===== src/common/video_pkg.sv =====
package video_pkg;

	// Count and code widths
	localparam int CNT_W  = 11;    // Every h/v count and threshold
	localparam int MODE_W = 4;     // Switch code

	////////////////////
	// Switch codes
	////////////////////
	localparam logic [MODE_W-1:0] MODE_VGA    = 4'b0000;
	localparam logic [MODE_W-1:0] MODE_SVGA   = 4'b0001;
	localparam logic [MODE_W-1:0] MODE_XGA    = 4'b0011;
	localparam logic [MODE_W-1:0] MODE_720P   = 4'b0010;  // Also the fallback
	localparam logic [MODE_W-1:0] MODE_SXGA   = 4'b1000;
	localparam logic [MODE_W-1:0] MODE_CAMERA = 4'b1001;

	// Row index into the timing tables
	localparam int NUM_MODES = 6;
	localparam int IDX_W     = 3;
	localparam logic [IDX_W-1:0] IDX_VGA    = 3'd0;
	localparam logic [IDX_W-1:0] IDX_SVGA   = 3'd1;
	localparam logic [IDX_W-1:0] IDX_XGA    = 3'd2;
	localparam logic [IDX_W-1:0] IDX_720P   = 3'd3;
	localparam logic [IDX_W-1:0] IDX_SXGA   = 3'd4;
	localparam logic [IDX_W-1:0] IDX_CAMERA = 3'd5;

	////////////////////
	// Timing sets
	////////////////////
	// Column order VGA, SVGA, XGA, 720p, SXGA, camera
	localparam logic [CNT_W-1:0] HPIXELS [NUM_MODES] = '{640, 800, 1024, 1280, 1280, 1280};
	localparam logic [CNT_W-1:0] HFRONT  [NUM_MODES] = '{16, 40, 24, 110, 48, 110};
	localparam logic [CNT_W-1:0] HSYNC_W [NUM_MODES] = '{96, 128, 136, 40, 112, 39};
	localparam logic [CNT_W-1:0] HBACK   [NUM_MODES] = '{48, 88, 160, 220, 248, 220};
	localparam logic [CNT_W-1:0] VLINES  [NUM_MODES] = '{480, 600, 768, 720, 1024, 720};
	localparam logic [CNT_W-1:0] VFRONT  [NUM_MODES] = '{10, 1, 3, 5, 1, 4};
	localparam logic [CNT_W-1:0] VSYNC_W [NUM_MODES] = '{2, 4, 6, 5, 3, 4};
	localparam logic [CNT_W-1:0] VBACK   [NUM_MODES] = '{33, 23, 29, 20, 38, 22};
	localparam logic             NEG_POL [NUM_MODES] = '{1'b1, 1'b0, 1'b1, 1'b0, 1'b0, 1'b0};

	// Cycles in one aux island
	localparam int AUX_LEN = 32;

	// Position word, leads every island group
	typedef struct packed {
		logic             flag;    // Word kind marker
		logic [CNT_W-1:0] hpos;    // First ade column
	} aux_pos_t;

	// Payload word, one per island cycle
	typedef struct packed {
		logic [3:0] aux2;
		logic [3:0] aux1;
		logic [3:0] aux0;
	} aux_pld_t;

	typedef union packed {
		aux_pos_t pos;
		aux_pld_t pld;
	} aux_word_u;

endpackage


===== src/common/video_timing_if.sv =====
`timescale 1ns/10ps

interface video_timing_if;
	import video_pkg::*;

	// Horizontal thresholds, all inclusive end points
	logic [CNT_W-1:0] hs_blank;    // Last active pixel
	logic [CNT_W-1:0] hs_sync;     // Last front porch pixel
	logic [CNT_W-1:0] he_sync;     // Last sync pixel
	logic [CNT_W-1:0] h_total;     // Wrap point
	// Vertical thresholds
	logic [CNT_W-1:0] vs_blank;
	logic [CNT_W-1:0] vs_sync;
	logic [CNT_W-1:0] ve_sync;
	logic [CNT_W-1:0] v_total;
	logic             neg_pol;     // 1 = active low sync

	modport tbl (output hs_blank, hs_sync, he_sync, h_total,
		vs_blank, vs_sync, ve_sync, v_total, neg_pol);
	modport raster (input hs_blank, hs_sync, he_sync, h_total,
		vs_blank, vs_sync, ve_sync, v_total, neg_pol);

endinterface


===== src/aux/aux_scheduler.sv =====
`timescale 1ns/10ps

module aux_scheduler #(
	parameter int AUX_DEPTH = 64
) (
	input  logic                        clk50m_bufg,
	input  logic                        RSTBTN,
	input  video_pkg::aux_word_u        aux_word,
	input  logic                        aux_strobe,
	input  logic [video_pkg::CNT_W-1:0] hcnt_raw,
	input  logic                        hblank,
	output logic                        ade,
	output logic [11:0]                 aux_data
);
	import video_pkg::*;

	localparam int PTR_W  = $clog2(AUX_DEPTH);
	localparam int OCC_W  = $clog2(AUX_DEPTH + 1);
	localparam int BEAT_W = $clog2(AUX_LEN);
	// FSM states
	localparam logic [1:0] ST_IDLE   = 2'd0;   // Waiting for a whole group
	localparam logic [1:0] ST_ARMED  = 2'd1;   // Position held, waiting for column
	localparam logic [1:0] ST_ISLAND = 2'd2;

	aux_word_u        buf_mem [AUX_DEPTH];
	aux_word_u        head, pos_q;
	logic [PTR_W-1:0] wr_ptr, rd_ptr;
	logic [OCC_W-1:0] occ;
	logic [1:0]       state;
	logic [BEAT_W-1:0] beat;
	logic             full, wr_en, load_pos, start, isl_act, pop;
	logic             ade_s1;
	logic [11:0]      data_s1;

	function automatic logic [PTR_W-1:0] ptr_inc(input logic [PTR_W-1:0] p);
		return (p == PTR_W'(AUX_DEPTH - 1)) ? '0 : p + 1'b1;
	endfunction

	assign head     = buf_mem[rd_ptr];
	assign full     = (occ == OCC_W'(AUX_DEPTH));
	assign wr_en    = aux_strobe && !full;                  // Dropped when full
	assign load_pos = (state == ST_IDLE) && (occ > OCC_W'(AUX_LEN));
	assign start    = (state == ST_ARMED) && hblank && (hcnt_raw == pos_q.pos.hpos);
	assign isl_act  = start || (state == ST_ISLAND);       // Raw time island
	assign pop      = load_pos || isl_act;

	always_ff @(posedge clk50m_bufg) begin
		if (wr_en)
			buf_mem[wr_ptr] <= aux_word;
		if (load_pos)
			pos_q <= head;
	end

	////////////////////
	// Pointers and FSM
	////////////////////
	always_ff @(posedge clk50m_bufg) begin
		if (RSTBTN) begin
			wr_ptr <= '0;
			rd_ptr <= '0;
			occ    <= '0;
			state  <= ST_IDLE;
			beat   <= '0;
		end else begin
			if (wr_en) wr_ptr <= ptr_inc(wr_ptr);
			if (pop)   rd_ptr <= ptr_inc(rd_ptr);
			case ({wr_en, pop})
				2'b10:   occ <= occ + 1'b1;
				2'b01:   occ <= occ - 1'b1;
				default: occ <= occ;
			endcase
			case (state)
				ST_IDLE:  if (load_pos) state <= ST_ARMED;
				ST_ARMED: if (start) begin
					state <= ST_ISLAND;
					beat  <= BEAT_W'(1);   // Start cycle was beat 0
				end
				ST_ISLAND: if (beat == BEAT_W'(AUX_LEN - 1)) begin
					state <= ST_IDLE;       // Next position read from here
					beat  <= '0;
				end else begin
					beat <= beat + 1'b1;
				end
				default: state <= ST_IDLE;
			endcase
		end
	end

	// Two cycle realign to match the raster outputs
	always_ff @(posedge clk50m_bufg) begin
		if (RSTBTN) begin
			ade_s1   <= 1'b0;
			data_s1  <= '0;
			ade      <= 1'b0;
			aux_data <= '0;
		end else begin
			ade_s1   <= isl_act;
			data_s1  <= isl_act ? {head.pld.aux2, head.pld.aux1, head.pld.aux0} : 12'd0;
			ade      <= ade_s1;
			aux_data <= data_s1;
		end
	end

	a_no_overflow: assert property (@(posedge clk50m_bufg) disable iff (RSTBTN)
		aux_strobe |-> !full) else $error("aux write while full: %h", aux_word);
	// Island must sit in the blanking seen two cycles back
	a_ade_in_blank: assert property (@(posedge clk50m_bufg) disable iff (RSTBTN)
		ade |-> $past(hblank, 2)) else $error("ade outside hblank: %h", aux_data);

endmodule


===== src/hdl/mode_table.sv =====
`timescale 1ns/10ps

module mode_table (
	input  logic                         clk50m_bufg,
	input  logic                         RSTBTN,
	input  logic [video_pkg::MODE_W-1:0] mode,
	input  logic                         mode_change,
	output logic                         restart,
	video_timing_if.tbl                  tmg
);
	import video_pkg::*;

	logic [IDX_W-1:0] ld_idx;      // Row to load

	// Switch code to table row
	function automatic logic [IDX_W-1:0] mode_to_idx(input logic [MODE_W-1:0] code);
		case (code)
			MODE_VGA:    return IDX_VGA;
			MODE_SVGA:   return IDX_SVGA;
			MODE_XGA:    return IDX_XGA;
			MODE_SXGA:   return IDX_SXGA;
			MODE_CAMERA: return IDX_CAMERA;
			MODE_720P:   return IDX_720P;
			default:     return IDX_720P;  // Unlisted codes
		endcase
	endfunction

	assign ld_idx = RSTBTN ? IDX_VGA : mode_to_idx(mode);  // Reset loads VGA

	////////////////////
	// Threshold registers
	////////////////////
	always_ff @(posedge clk50m_bufg) begin
		if (RSTBTN || mode_change) begin
			// Running sums of the porch widths
			tmg.hs_blank <= HPIXELS[ld_idx] - 1'b1;
			tmg.hs_sync  <= HPIXELS[ld_idx] - 1'b1 + HFRONT[ld_idx];
			tmg.he_sync  <= HPIXELS[ld_idx] - 1'b1 + HFRONT[ld_idx] + HSYNC_W[ld_idx];
			tmg.h_total  <= HPIXELS[ld_idx] - 1'b1 + HFRONT[ld_idx] + HSYNC_W[ld_idx]
				+ HBACK[ld_idx];
			tmg.vs_blank <= VLINES[ld_idx] - 1'b1;
			tmg.vs_sync  <= VLINES[ld_idx] - 1'b1 + VFRONT[ld_idx];
			tmg.ve_sync  <= VLINES[ld_idx] - 1'b1 + VFRONT[ld_idx] + VSYNC_W[ld_idx];
			tmg.v_total  <= VLINES[ld_idx] - 1'b1 + VFRONT[ld_idx] + VSYNC_W[ld_idx]
				+ VBACK[ld_idx];
			tmg.neg_pol  <= NEG_POL[ld_idx];
		end
	end

	// Restart lands with the new thresholds
	always_ff @(posedge clk50m_bufg) begin
		if (RSTBTN)
			restart <= 1'b0;
		else
			restart <= mode_change;
	end

endmodule


===== src/hdl/switch_conditioner.sv =====
`timescale 1ns/10ps

module switch_conditioner #(
	parameter int DEBOUNCE_CYCLES = 500_000
) (
	input  logic                         clk50m_bufg,
	input  logic                         RSTBTN,
	input  logic [video_pkg::MODE_W-1:0] sw,
	output logic [video_pkg::MODE_W-1:0] mode,
	output logic                         mode_change
);
	import video_pkg::*;

	localparam int STAB_W = $clog2(DEBOUNCE_CYCLES + 1);

	logic [MODE_W-1:0] sw_meta;     // First synchronizer stage
	logic [MODE_W-1:0] sw_sync;     // Second stage, safe to use
	logic [MODE_W-1:0] cand;        // Code being timed
	logic [STAB_W-1:0] stab_cnt;    // Shared by all four bits

	always_ff @(posedge clk50m_bufg) begin
		if (RSTBTN) begin
			sw_meta     <= MODE_VGA;
			sw_sync     <= MODE_VGA;
			cand        <= MODE_VGA;
			stab_cnt    <= STAB_W'(DEBOUNCE_CYCLES);  // Saturated, nothing pending
			mode        <= MODE_VGA;
			mode_change <= 1'b0;
		end else begin
			sw_meta     <= sw;
			sw_sync     <= sw_meta;
			mode_change <= 1'b0;

			// Any bit moving restarts the window
			if (sw_sync != cand) begin
				cand     <= sw_sync;
				stab_cnt <= '0;
			end else if (stab_cnt != STAB_W'(DEBOUNCE_CYCLES)) begin
				stab_cnt <= stab_cnt + 1'b1;
				// Stable long enough, accept
				if (stab_cnt == STAB_W'(DEBOUNCE_CYCLES - 1) && cand != mode) begin
					mode        <= cand;
					mode_change <= 1'b1;   // Single pulse per accepted change
				end
			end
		end
	end

endmodule


===== src/hdl/video_timing_top.sv =====
`timescale 1ns/10ps

module video_timing_top #(
	parameter int DEBOUNCE_CYCLES = 500_000,   // 10 ms at 50 MHz
	parameter int AUX_DEPTH       = 64
) (
	input  logic                         clk50m_bufg,
	input  logic                         RSTBTN,
	input  logic [video_pkg::MODE_W-1:0] sw,
	input  logic [11:0]                  aux_word,
	input  logic                         aux_strobe,
	output logic [video_pkg::CNT_W-1:0]  hcount,
	output logic [video_pkg::CNT_W-1:0]  vcount,
	output logic                         hsync,
	output logic                         vsync,
	output logic                         de,
	output logic                         ade,
	output logic [11:0]                  aux_data
);
	import video_pkg::*;

	logic [MODE_W-1:0] mode;
	logic              mode_change;
	logic              restart;
	logic [CNT_W-1:0]  hcnt_raw;    // Undelayed column for aux timing
	logic              hblank;

	video_timing_if tmg ();

	////////////////////
	// Mode select
	////////////////////
	switch_conditioner #(.DEBOUNCE_CYCLES(DEBOUNCE_CYCLES)) u_switch (
		.clk50m_bufg (clk50m_bufg),
		.RSTBTN      (RSTBTN),
		.sw          (sw),
		.mode        (mode),
		.mode_change (mode_change)
	);

	mode_table u_table (
		.clk50m_bufg (clk50m_bufg),
		.RSTBTN      (RSTBTN),
		.mode        (mode),
		.mode_change (mode_change),
		.restart     (restart),
		.tmg         (tmg.tbl)
	);

	////////////////////
	// Raster and aux
	////////////////////
	raster_counter u_raster (
		.clk50m_bufg (clk50m_bufg),
		.RSTBTN      (RSTBTN),
		.restart     (restart),
		.tmg         (tmg.raster),
		.hcount      (hcount),
		.vcount      (vcount),
		.hsync       (hsync),
		.vsync       (vsync),
		.de          (de),
		.hcnt_raw    (hcnt_raw),
		.hblank      (hblank)
	);

	aux_scheduler #(.AUX_DEPTH(AUX_DEPTH)) u_aux (
		.clk50m_bufg (clk50m_bufg),
		.RSTBTN      (RSTBTN),
		.aux_word    (aux_word),
		.aux_strobe  (aux_strobe),
		.hcnt_raw    (hcnt_raw),
		.hblank      (hblank),
		.ade         (ade),
		.aux_data    (aux_data)
	);

endmodule


===== src/timing/raster_counter.sv =====
`timescale 1ns/10ps

module raster_counter (
	input  logic                        clk50m_bufg,
	input  logic                        RSTBTN,
	input  logic                        restart,
	video_timing_if.raster              tmg,
	output logic [video_pkg::CNT_W-1:0] hcount,
	output logic [video_pkg::CNT_W-1:0] vcount,
	output logic                        hsync,
	output logic                        vsync,
	output logic                        de,
	output logic [video_pkg::CNT_W-1:0] hcnt_raw,
	output logic                        hblank
);
	import video_pkg::*;

	logic [CNT_W-1:0] vcnt_raw;
	logic             vblank;
	logic             hsync_raw;   // Active high before polarity
	logic             vsync_raw;
	// Alignment stage 1
	logic [CNT_W-1:0] hcount_s1;
	logic [CNT_W-1:0] vcount_s1;
	logic             hsync_s1, vsync_s1, de_s1;

	////////////////////
	// Raw counters
	////////////////////
	always_ff @(posedge clk50m_bufg) begin
		if (RSTBTN || restart) begin
			hcnt_raw <= '0;
			vcnt_raw <= '0;
		end else if (hcnt_raw >= tmg.h_total) begin  // End of line
			hcnt_raw <= '0;
			if (vcnt_raw >= tmg.v_total)
				vcnt_raw <= '0;                         // End of frame
			else
				vcnt_raw <= vcnt_raw + 1'b1;
		end else begin
			hcnt_raw <= hcnt_raw + 1'b1;
		end
	end

	// Blanking and sync windows
	assign hblank    = (hcnt_raw > tmg.hs_blank);
	assign vblank    = (vcnt_raw > tmg.vs_blank);
	assign hsync_raw = (hcnt_raw > tmg.hs_sync) && (hcnt_raw <= tmg.he_sync);
	assign vsync_raw = (vcnt_raw > tmg.vs_sync) && (vcnt_raw <= tmg.ve_sync);

	////////////////////
	// Two stage output alignment
	////////////////////
	always_ff @(posedge clk50m_bufg) begin
		if (RSTBTN) begin
			hcount_s1 <= '0;
			vcount_s1 <= '0;
			hsync_s1  <= 1'b1;   // VGA idle level
			vsync_s1  <= 1'b1;
			de_s1     <= 1'b0;
			hcount    <= '0;
			vcount    <= '0;
			hsync     <= 1'b1;
			vsync     <= 1'b1;
			de        <= 1'b0;
		end else begin
			hcount_s1 <= hcnt_raw;
			vcount_s1 <= vcnt_raw;
			hsync_s1  <= hsync_raw ^ tmg.neg_pol;
			vsync_s1  <= vsync_raw ^ tmg.neg_pol;
			de_s1     <= !hblank && !vblank;
			hcount    <= hcount_s1;
			vcount    <= vcount_s1;
			hsync     <= hsync_s1;
			vsync     <= vsync_s1;
			de        <= de_s1;
		end
	end

	// Output counts stay inside the raster loaded two cycles earlier
	a_count_in_range: assert property (@(posedge clk50m_bufg) disable iff (RSTBTN)
		!$past(restart, 2) |-> (hcount <= $past(tmg.h_total, 2))
			&& (vcount <= $past(tmg.v_total, 2)))
		else $error("hcount/vcount past total: %h %h", hcount, vcount);

endmodule


===== config.mk =====
export PLATFORM = sky130hd
export DESIGN_NAME = video_timing_top
export DESIGN_NICKNAME = d
export VERILOG_FILES = /design/src/common/video_pkg.sv /design/src/common/video_timing_if.sv /design/src/aux/aux_scheduler.sv /design/src/hdl/mode_table.sv /design/src/hdl/switch_conditioner.sv /design/src/hdl/video_timing_top.sv /design/src/timing/raster_counter.sv
export SDC_FILE = /design/constraint.sdc
export NUM_CORES = 1
export LEC_CHECK = 0
export BUFFER_PORTS_ARGS = -buffer_cell sky130_fd_sc_hd__buf_2
export CORE_MARGIN = 2
export CORE_UTILIZATION = 55
export CTS_CLUSTER_SIZE = 30
export DETAILED_ROUTE_END_ITERATION = 10
export HOLD_SLACK_MARGIN = 0.05
export PLACE_DENSITY_LB_ADDON = 0.05
export RECOVER_POWER = 50
export SLEW_MARGIN = 40
export SYNTH_ARGS = -nofsm -noshare
export SYNTH_HDL_FRONTEND = slang
export SYNTH_SLANG_ARGS = --single-unit
export TNS_END_PERCENT = 5

===== constraint.sdc =====
create_clock -name clk50m_bufg -period 5.3 [get_ports clk50m_bufg]
set_clock_uncertainty 0.2 [all_clocks]
set_input_delay 0.795 -clock clk50m_bufg [delete_from_list [all_inputs] [get_ports clk50m_bufg]]
set_output_delay 0.795 -clock clk50m_bufg [all_outputs]
set_load 0.02 [all_outputs]

# == After elaboration in Yosys (flattened, before gate mapping) ==
# Memory sizes are Yosys's and may differ from the RTL's. A register that Yosys moved wholly into a read port is not among the register bits.
# Index checks and enable logic that the tools add are counted.
# word_totals
n_memories,10
elab_cells,163
latch_bits,0
ram_bits,768
register_bits,260
rom_bits,712
inputBits,19
out_inout_bits,38
# mem_list
memory,depth,word_bits,rd,rd_ports_with_merged_regs,wr,line,rtl
u_aux.buf_mem,64,12,1,1,1,aux_scheduler.sv:25,aux_word_u buf_mem [AUX_DEPTH];
(name not given),8,11,1,0,0,mode_table.sv:38,tmg.he_sync <= HPIXELS[ld_idx] - 1'b1 + HFRONT[ld_idx] + HSYNC_W[ld_idx];
(name not given),8,11,1,0,0,mode_table.sv:40,+ HBACK[ld_idx];
(name not given),8,11,1,0,0,mode_table.sv:41,tmg.vs_blank <= VLINES[ld_idx] - 1'b1;
(name not given),8,11,1,0,0,mode_table.sv:37,tmg.hs_sync <= HPIXELS[ld_idx] - 1'b1 + HFRONT[ld_idx];
(name not given),8,11,1,0,0,mode_table.sv:42,tmg.vs_sync <= VLINES[ld_idx] - 1'b1 + VFRONT[ld_idx];
4 more memories,-,-,-,-,-,-,
# classes
shifts,0
eq_ne,20
n_reduce_logical,27
n_mux,36
n_lt_le_gt_ge,10
n_addsub,16
mul,0
bitwise,6
n_div,0
# ops
op,n
two-way mux 11 bit,17
adder 11 bit,6
greater-than comparator 11 bit,4
two-way mux 19 bit,2
two-way mux 6 bit,4
"adder 11 x 1 -> 11 bit, second input constant",2
greater-or-equal comparator 11 bit,2
<= comparator 11 bit,2
"subtractor 11 x 1 -> 11 bit, second input constant",2
"adder 19 x 1 -> 19 bit, second input constant",1
"== test 19 bit, second input constant",1
"inequality test 19 bit, second input constant",1
case mux 3 bit (5 select lines),1
case mux 7 bit (2 select lines),1
"adder 6 x 1 -> 6 bit, second input constant",2
"== test 6 bit, second input constant",2
== test 11 bit,1
two-way mux 5 bit,2
case mux 5 bit (2 select lines),1
"== test 4 bit, second input constant",2
logical AND 1 bit,8
inequality test 4 bit,2
"adder 7 x 1 -> 7 bit, second input constant",1
"== test 7 bit, second input constant",1
other kinds (27),47

# == Longest topological paths before layout ==
# Gate-level depths: netlist of run 1.
# logic_depth
word_depth,11
depth_mapped,23
ltp_nobuf,21

# == Cells and area by module ==
# From an unflattened synthesis of run 1, not the netlist that was laid out.
# unflattened
hier_cells,2736
area_unflattened_um2,42598.4
# by_module_without_submodules
module,area_per_inst_um2,cells_each,seq_area_each_um2,instances
aux_scheduler,32336.0,1691,24553.5,1
raster_counter,4440.5,516,1441.4,1
mode_table,4247.8,361,2122.0,1
switch_conditioner,1574.0,168,720.7,1

# == Worst setup path before layout of run 1 ==
# OpenSTA, ideal clock, no wires.
# synth_timing
path_type,input port to flip-flop
from,input RSTBTN
to,"register u_table.tmg.h_total[10], data pin"
path_buffers,2
t_required_ns,4.840
setup_time_ns,0.260
path_slack_ns,0.410
stages,20
t_arrival_ns,4.429
cell_sequence,buf_2 or3_1 buf_2 ha_1 nand2_4 o21ai_0 ha_1 inv_1 ha_1 a31o_2 xor2_1 ha_1 nor2b_1 o21ai_0 nand2b_1 a21o_1 a21o_1 nand2_1 nor2_1 xor2_1
# synth_via
elab_chain_cells,9
elab_cells_between_ends,18
classes_between,add/sub: 4; mux: 9; bitwise: 1; memory: 4
# synth_rtl
element,line,rtl
start: declaration,video_timing_top.sv:8,"input logic RSTBTN,"
two-way mux 3 bit *,mode_table.sv:28,assign ld_idx = RSTBTN ? IDX_VGA : mode_to_idx(mode);
inverter 3 -> 4 bit (implied by the code) *,"mode_table.sv:39, mode_table.sv:40",
memory (8 x 11 bit),-,
two-way mux 11 bit (2 in a row),-,
subtractor 11 x 1 -> 11 bit,-,
adder 11 bit (2 in a row),-,
adder 11 bit *,mode_table.sv:40,
end signal: assignment,mode_table.sv:39,tmg.h_total <= HPIXELS[ld_idx] - 1'b1 + HFRONT[ld_idx] + HSYNC_W[ld_idx]
end: declaration,video_timing_if.sv:18,"modport tbl (output hs_blank, hs_sync, he_sync, h_total,"
# Mark *: on every way between the ends. The rest lies on a longest branch, timed or not. The select of a mux whose other input is x is not followed.
# A chain may end at the register's enable or synchronous reset.

# == Worst setup path in the final report of run 1 ==
# layout_timing
from,register u_switch.mode[0] in the netlist's numbering
to,"register u_table.tmg.h_total[9], data pin"
# layout_via
elab_chain_cells,11
elab_cells_between_ends,24
classes_between,add/sub: 4; eq/ne: 4; mux: 10; bitwise: 1; reduce/logical: 1; memory: 4
# layout_rtl
element,line,rtl
start: declaration,switch_conditioner.sv:9,"output logic [video_pkg::MODE_W-1:0] mode,"
start signal: assignment,switch_conditioner.sv:42,mode <= cand;
== test 4 bit (tied with other cells),mode_table.sv:17,case (code)
case mux 3 bit (5 select lines) *,mode_table.sv:17,
two-way mux 3 bit *,mode_table.sv:28,
inverter 3 -> 4 bit (implied by the code) *,"mode_table.sv:39, mode_table.sv:40",
memory (8 x 11 bit),-,
two-way mux 11 bit (2 in a row),-,
subtractor 11 x 1 -> 11 bit,-,
adder 11 bit (2 in a row),-,
adder 11 bit *,mode_table.sv:40,
# Marked as above.

==> results of run 1 <==
-- where the power goes --
part           switching (mW)  total [mW]  leakage [nW]  internal, mW
logic                   0.212       0.277          5.39        0.0654
registers              0.0290        8.75          8.98          8.72
clock network            3.04        7.30          1.69          4.26
total                    3.28        16.3          16.1          13.1
-- cell usage in the layout, fill, tap and decap left out, types with 16 or more instances in the layout --
| cell | netlist | layout |
|---|---|---|
| sky130_fd_sc_hd__a21oi_1 | 53 | 53 |
| sky130_fd_sc_hd__nor2b_1 | 81 | 81 |
| sky130_fd_sc_hd__clkinv_2 | 0 | 19 |
| sky130_fd_sc_hd__and2_1 | 16 | 16 |
| sky130_fd_sc_hd__ha_1 | 122 | 122 |
| sky130_fd_sc_hd__xor2_1 | 36 | 36 |
| sky130_fd_sc_hd__edfxtp_1 | 852 | 852 |
| sky130_fd_sc_hd__nand3_1 | 30 | 30 |
| sky130_fd_sc_hd__clkinv_1 | 0 | 26 |
| sky130_fd_sc_hd__a21o_1 | 24 | 24 |
| sky130_fd_sc_hd__clkbuf_16 | 0 | 107 |
| sky130_fd_sc_hd__nor3_1 | 17 | 17 |
| sky130_fd_sc_hd__dfxtp_1 | 167 | 163 |
| sky130_fd_sc_hd__nand2_1 | 58 | 58 |
| sky130_fd_sc_hd__mux4_2 | 252 | 252 |
| sky130_fd_sc_hd__clkbuf_1 | 62 | 67 |
| sky130_fd_sc_hd__inv_1 | 117 | 117 |
| sky130_fd_sc_hd__o21ai_0 | 28 | 28 |
| sky130_fd_sc_hd__buf_4 | 1 | 84 |
| sky130_fd_sc_hd__xnor2_1 | 56 | 56 |
| sky130_fd_sc_hd__nand4_1 | 27 | 27 |
| sky130_fd_sc_hd__o21a_1 | 16 | 16 |
| sky130_fd_sc_hd__nor2_1 | 164 | 158 |
-- registers in the layout (all words and copies together), names as in the netlist, 9 cells and up, named ones only --
| signal | count |
|---|---|
| u_aux.buf_mem | 768 |
| u_switch.stab_cnt | 19 |
| u_aux.aux_data | 12 |
| u_aux.data_s1 | 12 |
| u_aux.pos_q | 11 |
| u_raster.hcnt_raw | 11 |
| u_raster.hcount | 11 |
| u_raster.hcount_s1 | 11 |
| u_raster.vcnt_raw | 11 |
| u_raster.vcount | 11 |
| u_raster.vcount_s1 | 11 |
| u_table.tmg.v_total | 11 |
| u_table.tmg.ve_sync | 11 |
| u_table.tmg.vs_sync | 11 |
| u_table.tmg.h_total | 10 |
| u_table.tmg.he_sync | 9 |
-- through the flow --
step	hold WS [ns]	util, %	cells
global route	0.175	62.4	3607
global placement	0.196	57.9	3411
detailed placement	0.198	58.0	3414
finish	0.167	62.4	3608
CTS	0.143	62.6	3607
floorplan	0.189	-	2379
-- cell families after synthesis --
logic type               after synthesis  synth area share, %
flip-flops                          1019                 69.0
AND/OR/NAND/NOR                      473                 5.94
adder cells (fa/ha/maj)              126                 3.83
XOR/XNOR                             105                 2.48
other                                  2               0.0179
AO/OA/AOI/OAI                        178                 2.89
multiplexers                         262                 13.8
buffers and inverters                214                 2.01
-- area by class of cell --
class	instances	area share, %
sequential	1019	61.3
clock buffer	123	5.84
inverter	119	0.956
multi-input combinational	1146	25.7
antenna	1	0.00530
timing repair buffer	152	2.17
tap	978	2.59
clock inverter	70	1.44
-- metal layers --
metal	track usage [%]	share of wire [%]
met5	0	0.014
met4	6.92	2.6
met3	3.41	4.8
met2	39.5	50
met1	33.2	42
-- worst min path at each step --
stage	start	end	slack (ns)
detailed placement	u_raster.vsync_s1	u_raster.vsync	0.20
global placement	u_raster.hsync_s1	u_raster.hsync	0.20
finish	sw[2]	u_switch.sw_meta[2]	0.17
CTS	sw[2]	u_switch.sw_meta[2]	0.14
global route	sw[2]	u_switch.sw_meta[2]	0.18
floorplan	u_raster.hsync_s1	u_raster.hsync	0.19
==> insert_results.sql, run 1 <==
INSERT INTO impl_metrics (metric_group, metric, value, unit) VALUES
('pwr', 'p_leak', '16.1', 'nW'),
('synth', 'yosys_top_cell_by_area', 'sky130_fd_sc_hd__edfxtp_1', ''),
('synth', 'synth.area.top_cells', 'sky130_fd_sc_hd__edfxtp_1 (61%), sky130_fd_sc_hd__mux4_2 (14%), sky130_fd_sc_hd__dfxtp_1 (8.0%)', ''),
('worst_setup_path', 'path_class', 'reg2reg', ''),
('synth', 'sequential_share_of_the_synthesized_area', '69.0', '%'),
('detailed_routing', 'firstDrtPassIters', '5', ''),
('pwr', 'worst_ir_drop_vdd', '0.000385', 'V'),
('clock_network', 'cts.repair_timing.setup_buffer_count', '0', ''),
('hold_path', 'min_delay_path_depth', '2', ''),
('synth', 'ys_async_sr_fraction', '0', '%'),
('pwr', 'post-layout-total-power', '16.3', 'mW'),
('timing', 'setup_ws', '0.403', 'ns'),
('synth', 'synth_top_cell_area_share', '61.1', '%'),
('detailed_routing', 'route.antenna.remaining_nets', '0', ''),
('pwr', 'power_density', '346', 'nW/um^2'),
('die', 'fp.dieH', '280', 'microns'),
('worst_setup_path', 'worst_setup_path_start_kind', 'flop', ''),
('die', 'io_pins', '57', ''),
('clock_network', 'clock_tree.root_cell', 'sky130_fd_sc_hd__clkbuf_16', ''),
('worst_setup_path', 'cp.buffers_inverters', '4', ''),
('worst_setup_path', 'timing.critical_path.slowest_cell_delay', '0.47', 'ns'),
('grt', 'antenna_found_initial', '2', ''),
('grt', 'number_of_global_route_vias_before_repair', '21800', ''),
('timing', 'achievable_freq', '204', 'MHz'),
('clock_network', 'tritoncts.num_buffers', '104', ''),
('clock_network', 'clk-insertion-delay-late', '0.66', 'ns'),
('synth', 'post_syn_nets', '2524', ''),
('synth', 'netlist_instances', '2379', ''),
('die', 'die_area', '78400', 'sq um'),
('clock_network', 'cts.reportedPaths.clkPinSlew', '0.06', 'ns'),
('grt', 'grt_use_total', '23.8', '%'),
('hold_path', 'hold_path_class', 'in2reg', ''),
('worst_setup_path', 'crit_slowest_cell', 'sky130_fd_sc_hd__dfxtp_1', ''),
('run', 'cap_viol_max_count', '16', ''),
('detailed_routing', 'postRouteWirelength', '91.0', 'mm'),
('grt', 'grt-ovfl-total', '0', ''),
('worst_setup_path', 'worstPathArrival', '5.10', 'ns'),
('worst_setup_path', 'depth_of_the_critical_timing_path_with_buffers_and_inverters_included', '21', ''),
('clock_network', 'htree_num_levels', '3', ''),
('synth', 'ys_ff_latch', '1019', ''),
('synth', 'number_of_synthesized_flops_with_an_enable_pin', '852', ''),
('final_layout', 'area_of_the_multi_input_gates', '12100', 'sq um'),
('clock_network', 'post_cts_hold_buffer_count', '0', ''),
('synth', 'list_of_most_frequent_post_synthesis_cells', 'sky130_fd_sc_hd__edfxtp_1 (852), sky130_fd_sc_hd__mux4_2 (252), sky130_fd_sc_hd__dfxtp_1 (167), sky130_fd_sc_hd__nor2_1 (164), sky130_fd_sc_hd__ha_1 (122)', ''),
('timing', 'finalCriticalPeriod', '4.90', 'ns'),
('grt', 'grt_first_pass_wirelength', '137', 'mm'),
('place', 'port-buffer-count', '56', ''),
('timing', 'setup_viol', '0', ''),
('place', 'placedInstanceArea', '43900', 'sq um'),
('worst_setup_path', 'worst-r2r-setup-slack', '0.40', 'ns'),
('synth', 'syn_area_per_cell', '17.6', 'sq um'),
('timing', 'maxSlewViolCount', '949', ''),
('die', 'core_region_area', '75700', 'sq um'),
('timing', 'grt_setup_unrepaired', 'false', ''),
('timing', 'timing.final.crit_share', '92.4', '%'),
('worst_setup_path', 'critPathMaxFanout', '11', ''),
('place', 'dp_hpwl', '58.2', 'mm'),
('clock_network', 'tritoncts', 'built', ''),
('place', 'gp_routability_congestion', '0.834', ''),
('worst_setup_path', 'critPathCaptureType', 'flop', ''),
('run_status', 'run_status', 'finished with violations', ''),
('synth', 'post_synth_instance_area', '41900', 'sq um'),
('worst_setup_path', 'critical_path.cell_chain', 'and4bb_1 > or3_1 > buf_4 > inv_2 > ha_1 > nand2_4 > nand2_4 > inv_6 > ha_1 > inv_1 > ha_1 > a31o_2 > a21oi_1 > nor2_1 > o21ai_0 > a22oi_1 > ha_1 > nand2_1 > o21ai_0 > o21ai_0 > xnor2_1', ''),
('grt', 'grt_start_max_net_pins', '73', ''),
('timing', 'tightest_slew', '3.13', 'ns'),
('run_status', 'violations_in_the_final_reports', 'capacitance limit, slew limit', ''),
('detailed_routing', 'dr_total_vias', '21200', ''),
('worst_setup_path', 'crit-reg2reg-capture', 'u_table.tmg.h_total[9]', ''),
('worst_setup_path', 'crit_path_frequent_cell', 'sky130_fd_sc_hd__ha_1', ''),
('place', 'dp_slack', '0.242', 'ns'),
('detailed_routing', 'avgRoutedWirePerCell', '25.2', 'microns');
Note: power is estimated with default switching activity, not from simulation.
==> inputs of run 2 (changes only) <==
--- a/config.mk
+++ b/config.mk
@@ -5,13 +5,14 @@
 export SDC_FILE = /design/constraint.sdc
 export NUM_CORES = 1
 export LEC_CHECK = 0
+export ABC_AREA = 1
 export BUFFER_PORTS_ARGS = -buffer_cell sky130_fd_sc_hd__buf_2
 export CORE_MARGIN = 2
 export CORE_UTILIZATION = 55
 export CTS_CLUSTER_SIZE = 30
 export DETAILED_ROUTE_END_ITERATION = 10
 export HOLD_SLACK_MARGIN = 0.05
-export PLACE_DENSITY_LB_ADDON = 0.05
+export PLACE_DENSITY_LB_ADDON = 0.12
 export RECOVER_POWER = 50
 export SLEW_MARGIN = 40
 export SYNTH_ARGS = -nofsm -noshare
==> run 2 against run 1 <==
Critical path depth up 2. The flow still finishes with violations (capacitance limit, slew limit). Critical endpoint is now u_table.tmg.h_total[10]. Synthesized cell count up 59%. Sequential share of layout area down 0.88 points.
==> insert_results.sql, run 2 <==
INSERT INTO impl_metrics (metric_group, metric, value, unit) VALUES
('worst_setup_path', 'setup.worst_path.start', 'u_switch.mode[2]', ''),
('timing', 'tightest_slew', '3.49', 'ns'),
('grt', 'grt_first_pass_wirelength', '163', 'mm'),
('final_layout', 'number_of_antenna_diodes', '0', ''),
('place', 'gp_routability_congestion', '0.865', ''),
('synth', 'sequential_share_of_the_synthesized_area', '67.4', '%'),
('place', 'port-buffer-count', '56', ''),
('clock_network', 'cts.repair_timing.setup_buffer_count', '0', ''),
('clock_network', 'clock_tree.root_cell', 'sky130_fd_sc_hd__clkbuf_16', ''),
('final_layout', 'mostFrequentLayoutCell', 'sky130_fd_sc_hd__edfxtp_1', ''),
('worst_setup_path', 'critPathCaptureType', 'flop', ''),
('timing', 'setup_viol', '0', ''),
('timing', 'maxSlewViolCount', '899', ''),
('detailed_routing', 'postRouteWirelength', '107', 'mm'),
('synth', 'ys_ff_latch', '1019', ''),
('die', 'fp.dieH', '283', 'microns'),
('final_layout', 'biggestRegsByFlops', 'u_aux.buf_mem x768, u_switch.stab_cnt x19', ''),
('detailed_routing', 'avgRoutedWirePerCell', '21.4', 'microns'),
('die', 'rows', '102', ''),
('timing', 'setup_tns', '0', 'ns'),
('detailed_routing', 'drcViolationCount', '0', ''),
('grt', 'grt-ovfl-total', '0', ''),
('place', 'dp_hpwl', '64.7', 'mm'),
('hold_path', 'hold_path_class', 'in2reg', ''),
('synth', 'ys_async_sr_fraction', '0', '%'),
('worst_setup_path', 'path_class', 'reg2reg', ''),
('grt', 'number_of_global_route_vias_before_repair', '27000', ''),
('clock_network', 'clk-insertion-delay-late', '0.66', 'ns'),
('run', 'cap_viol_max_count', '14', ''),
('synth', 'dominantRegCellSynth', 'sky130_fd_sc_hd__edfxtp_1', ''),
('timing', 'finalCriticalPeriod', '4.71', 'ns'),
('timing', 'achievable_freq', '212', 'MHz'),
('run_status', 'run_status', 'finished with violations', ''),
('synth', 'synth.area.top_cells', 'sky130_fd_sc_hd__edfxtp_1 (60%), sky130_fd_sc_hd__dfxtp_1 (7.8%), sky130_fd_sc_hd__nor2_1 (6.3%)', ''),
('final_layout', 'largest-register', 'u_aux.buf_mem', ''),
('detailed_routing', 'firstDrtPassIters', '5', ''),
('synth', 'post_synth_instance_area', '42900', 'sq um'),
('final_layout', 'fraction_of_layout_instances_using_a_drive_strength_above_1', '10.1', '%'),
('clock_network', 'cts.reportedPaths.clkPinSlew', '0.06', 'ns'),
('die', 'chipWidth', '283', 'microns'),
('grt', 'grt_use_total', '26.3', '%'),
('run_status', 'violations_in_the_final_reports', 'capacitance limit, slew limit', ''),
('detailed_routing', 'route.antenna.remaining_nets', '0', ''),
('synth', 'yosysUniqueCellTypes', '59', ''),
('pwr', 'p_leak', '17.5', 'nW'),
('worst_setup_path', 'crit_end', 'u_table.tmg.h_total[10]', ''),
('clock_network', 'clock_sink_count', '1019', ''),
('timing', 'grt_setup_unrepaired', 'false', ''),
('worst_setup_path', 'worst_setup_path_start_kind', 'flop', ''),
('grt', 'grt_start_max_net_pins', '151', ''),
('synth', 'post-synth-top-count-cell', 'sky130_fd_sc_hd__edfxtp_1', ''),
('clock_network', 'tritoncts.num_buffers', '103', ''),
('final_layout', 'layout.cell_area.non_filler', '47900', 'sq um'),
('clock_network', 'htree_num_levels', '3', ''),
('final_layout', 'final_cell_mix', 'sky130_fd_sc_hd__edfxtp_1 (852), sky130_fd_sc_hd__nor2_1 (690), sky130_fd_sc_hd__o21ai_0 (535), sky130_fd_sc_hd__inv_1 (287), sky130_fd_sc_hd__nand2_1 (232)', ''),
('place', 'placedInstanceArea', '44800', 'sq um'),
('detailed_routing', 'dr_total_vias', '28700', ''),
('detailed_routing', 'vias_per_cell', '5.76', ''),
('timing', 'hold_vio_cnt_final', '0', ''),
('worst_setup_path', 'reg2regPathDepth', '23', ''),
('pwr', 'power_density', '414', 'nW/um^2'),
('worst_setup_path', 'worstPathArrival', '4.93', 'ns'),
('clock_network', 'clockBufferDepth', '3', ''),
('die', 'die_area', '80300', 'sq um'),
('synth', 'netlist_instances', '3779', ''),
('timing', 'timing.final.crit_share', '88.9', '%'),
('synth', 'list_of_most_frequent_post_synthesis_cells', 'sky130_fd_sc_hd__edfxtp_1 (852), sky130_fd_sc_hd__nor2_1 (720), sky130_fd_sc_hd__o21ai_0 (536), sky130_fd_sc_hd__inv_1 (289), sky130_fd_sc_hd__nand2_1 (231)', ''),
('final_layout', 'largest_register_ff_count', '768', ''),
('synth', 'syn_area_per_cell', '11.4', 'sq um'),
('synth', 'post_syn_nets', '3924', ''),
('die', 'floorplan.initialDensity', '55.5', '%'),
('final_layout', 'final_nets', '4003', ''),
('synth', 'number_of_synthesized_flops_with_an_enable_pin', '852', ''),
('grt', 'antenna_found_initial', '0', ''),
('worst_setup_path', 'critPathMaxFanout', '9', ''),
('worst_setup_path', 'crit-reg2reg-launch', 'u_switch.mode[2]', ''),
('synth', 'synth_warnings', '0', ''),
('synth', 'yosys_top_cell_by_area', 'sky130_fd_sc_hd__edfxtp_1', ''),
('die', 'core_region_area', '77300', 'sq um'),
('worst_setup_path', 'crit-reg2reg-capture', 'u_table.tmg.h_total[10]', ''),
('synth', 'synth_top_cell_area_share', '59.6', '%'),
('clock_network', 'tritoncts', 'built', ''),
('pwr', 'worst_ir_drop_vdd', '0.000370', 'V'),
('place', 'post-place-cells', '4793', ''),
('final_layout', 'areaGrowthSynthToFinish', '11.6', '%'),
('detailed_routing', 'detailedRoute.firstIterationViolations', '2843', ''),
('worst_setup_path', 'worst-endpoint-required', '5.51', 'ns'),
('die', 'io_pins', '57', ''),
('final_layout', 'layoutNonFillerInstCount', '4981', ''),
('worst_setup_path', 'worst-r2r-setup-slack', '0.59', 'ns'),
('timing', 'maxSlewHeadroom', '-133', '%');
==> run 2: worst max-delay path, cell delays in order (launching register included) <==
cell	delay (ns)
sky130_fd_sc_hd__dfxtp_1	0.44
sky130_fd_sc_hd__nor2_1	0.06
sky130_fd_sc_hd__nand2_1	0.11
sky130_fd_sc_hd__nand3_4	0.15
sky130_fd_sc_hd__inv_2	0.16
sky130_fd_sc_hd__ha_1	0.27
sky130_fd_sc_hd__nand2_1	0.22
sky130_fd_sc_hd__ha_1	0.38
sky130_fd_sc_hd__inv_1	0.15
sky130_fd_sc_hd__o21ai_0	0.12
sky130_fd_sc_hd__a21oi_1	0.17
sky130_fd_sc_hd__xor2_1	0.22
sky130_fd_sc_hd__ha_1	0.30
sky130_fd_sc_hd__or2_2	0.28
sky130_fd_sc_hd__o21ai_0	0.15
sky130_fd_sc_hd__inv_1	0.08
sky130_fd_sc_hd__ha_1	0.30
sky130_fd_sc_hd__inv_1	0.06
sky130_fd_sc_hd__o21ai_1	0.18
sky130_fd_sc_hd__inv_1	0.06
sky130_fd_sc_hd__nor2_1	0.19
sky130_fd_sc_hd__nand3_1	0.09
sky130_fd_sc_hd__nand2_1	0.07
sky130_fd_sc_hd__nand2_1	0.05
==> run 2: worst min path at each step <==
stage                      startpoint                  end  slack [ns]  cells after the start
2_1_floorplan            u_aux.ade_s1            u_aux.ade        0.19                      2
3_3_place_gp    u_raster.hcount_s1[6]   u_raster.hcount[6]        0.19                      2
3_5_place_dp   u_raster.hcount_s1[10]  u_raster.hcount[10]        0.19                      2
4_1_cts                         sw[2]  u_switch.sw_meta[2]         0.1                      3
5_1_grt                         sw[0]  u_switch.sw_meta[0]        0.13                      3
6_report                        sw[2]  u_switch.sw_meta[2]        0.13                      3
==> run 2: layout make-up <==
| class | count | area [sq um] |
|---|---|---|
| Clock buffer | 131 | 2760 |
| Timing Repair Buffer | 156 | 1070 |
| Inverter | 303 | 1150 |
| Fill cell | 6206 | 29400 |
| Sequential cell | 1019 | 28900 |
| Clock inverter | 57 | 462 |
| Tap cell | 1040 | 1300 |
| Multi-Input combinational cell | 2275 | 12200 |
==> run 2: cell families after synthesis <==
logic type / count (synthesis) / share of synthesized area (%)
AND/OR/NAND/NOR: 1148 / 11.1
AO/OA/AOI/OAI: 951 / 12.4
adder cells (fa/ha/maj): 126 / 3.74
other: 2 / 0.0175
buffers and inverters: 485 / 4.31
XOR/XNOR: 48 / 1.04
flip-flops: 1019 / 67.4
==> run 2: power by group <==
part / switching, mW / total [mW] / internal (mW) / leakage (nW)
Combinational: 2.75 / 3.82 / 1.07 / 6.97
Clock: 3.03 / 6.95 / 3.92 / 1.58
Sequential: 0.169 / 9.05 / 8.88 / 8.99
Total: 5.95 / 19.8 / 13.9 / 17.5
==> run 2: routing by layer <==
layer / vias to the layer above / wire (microns) / part of all wire, % / track usage (%)
li1: 13600 / - / - / -
met1: 13800 / 44700 / 42 / 36.9
met2: 1102 / 50200 / 47 / 42.2
met3: 150 / 8810 / 8.2 / 4.40
met4: 0 / 3020 / 2.8 / 8.62
met5: - / 0 / 0 / 0
==> run 2: what timing repair did <==
| item | CTS | global route |
|---|---|---|
| endpoints found under the hold margin | 0 | 0 |
| endpoints found under the setup margin | 0 | 1 |
| hold buffers | 0 | 0 |
| gates resized for setup | 0 | 1 |
==> run 2: per-stage QoR <==
stage	utilization [%]	total power, mW	setup WS [ns]	hold WS, ns
6_report	62.0	19.8	0.589	0.133
3_3_place_gp	57.8	13.0	0.161	0.190
3_5_place_dp	57.9	13.0	0.156	0.192
4_1_cts	62.1	19.9	0.512	0.0958
5_1_grt	62.0	20.6	0.0723	0.134
2_1_floorplan	-	11.6	0.305	0.188
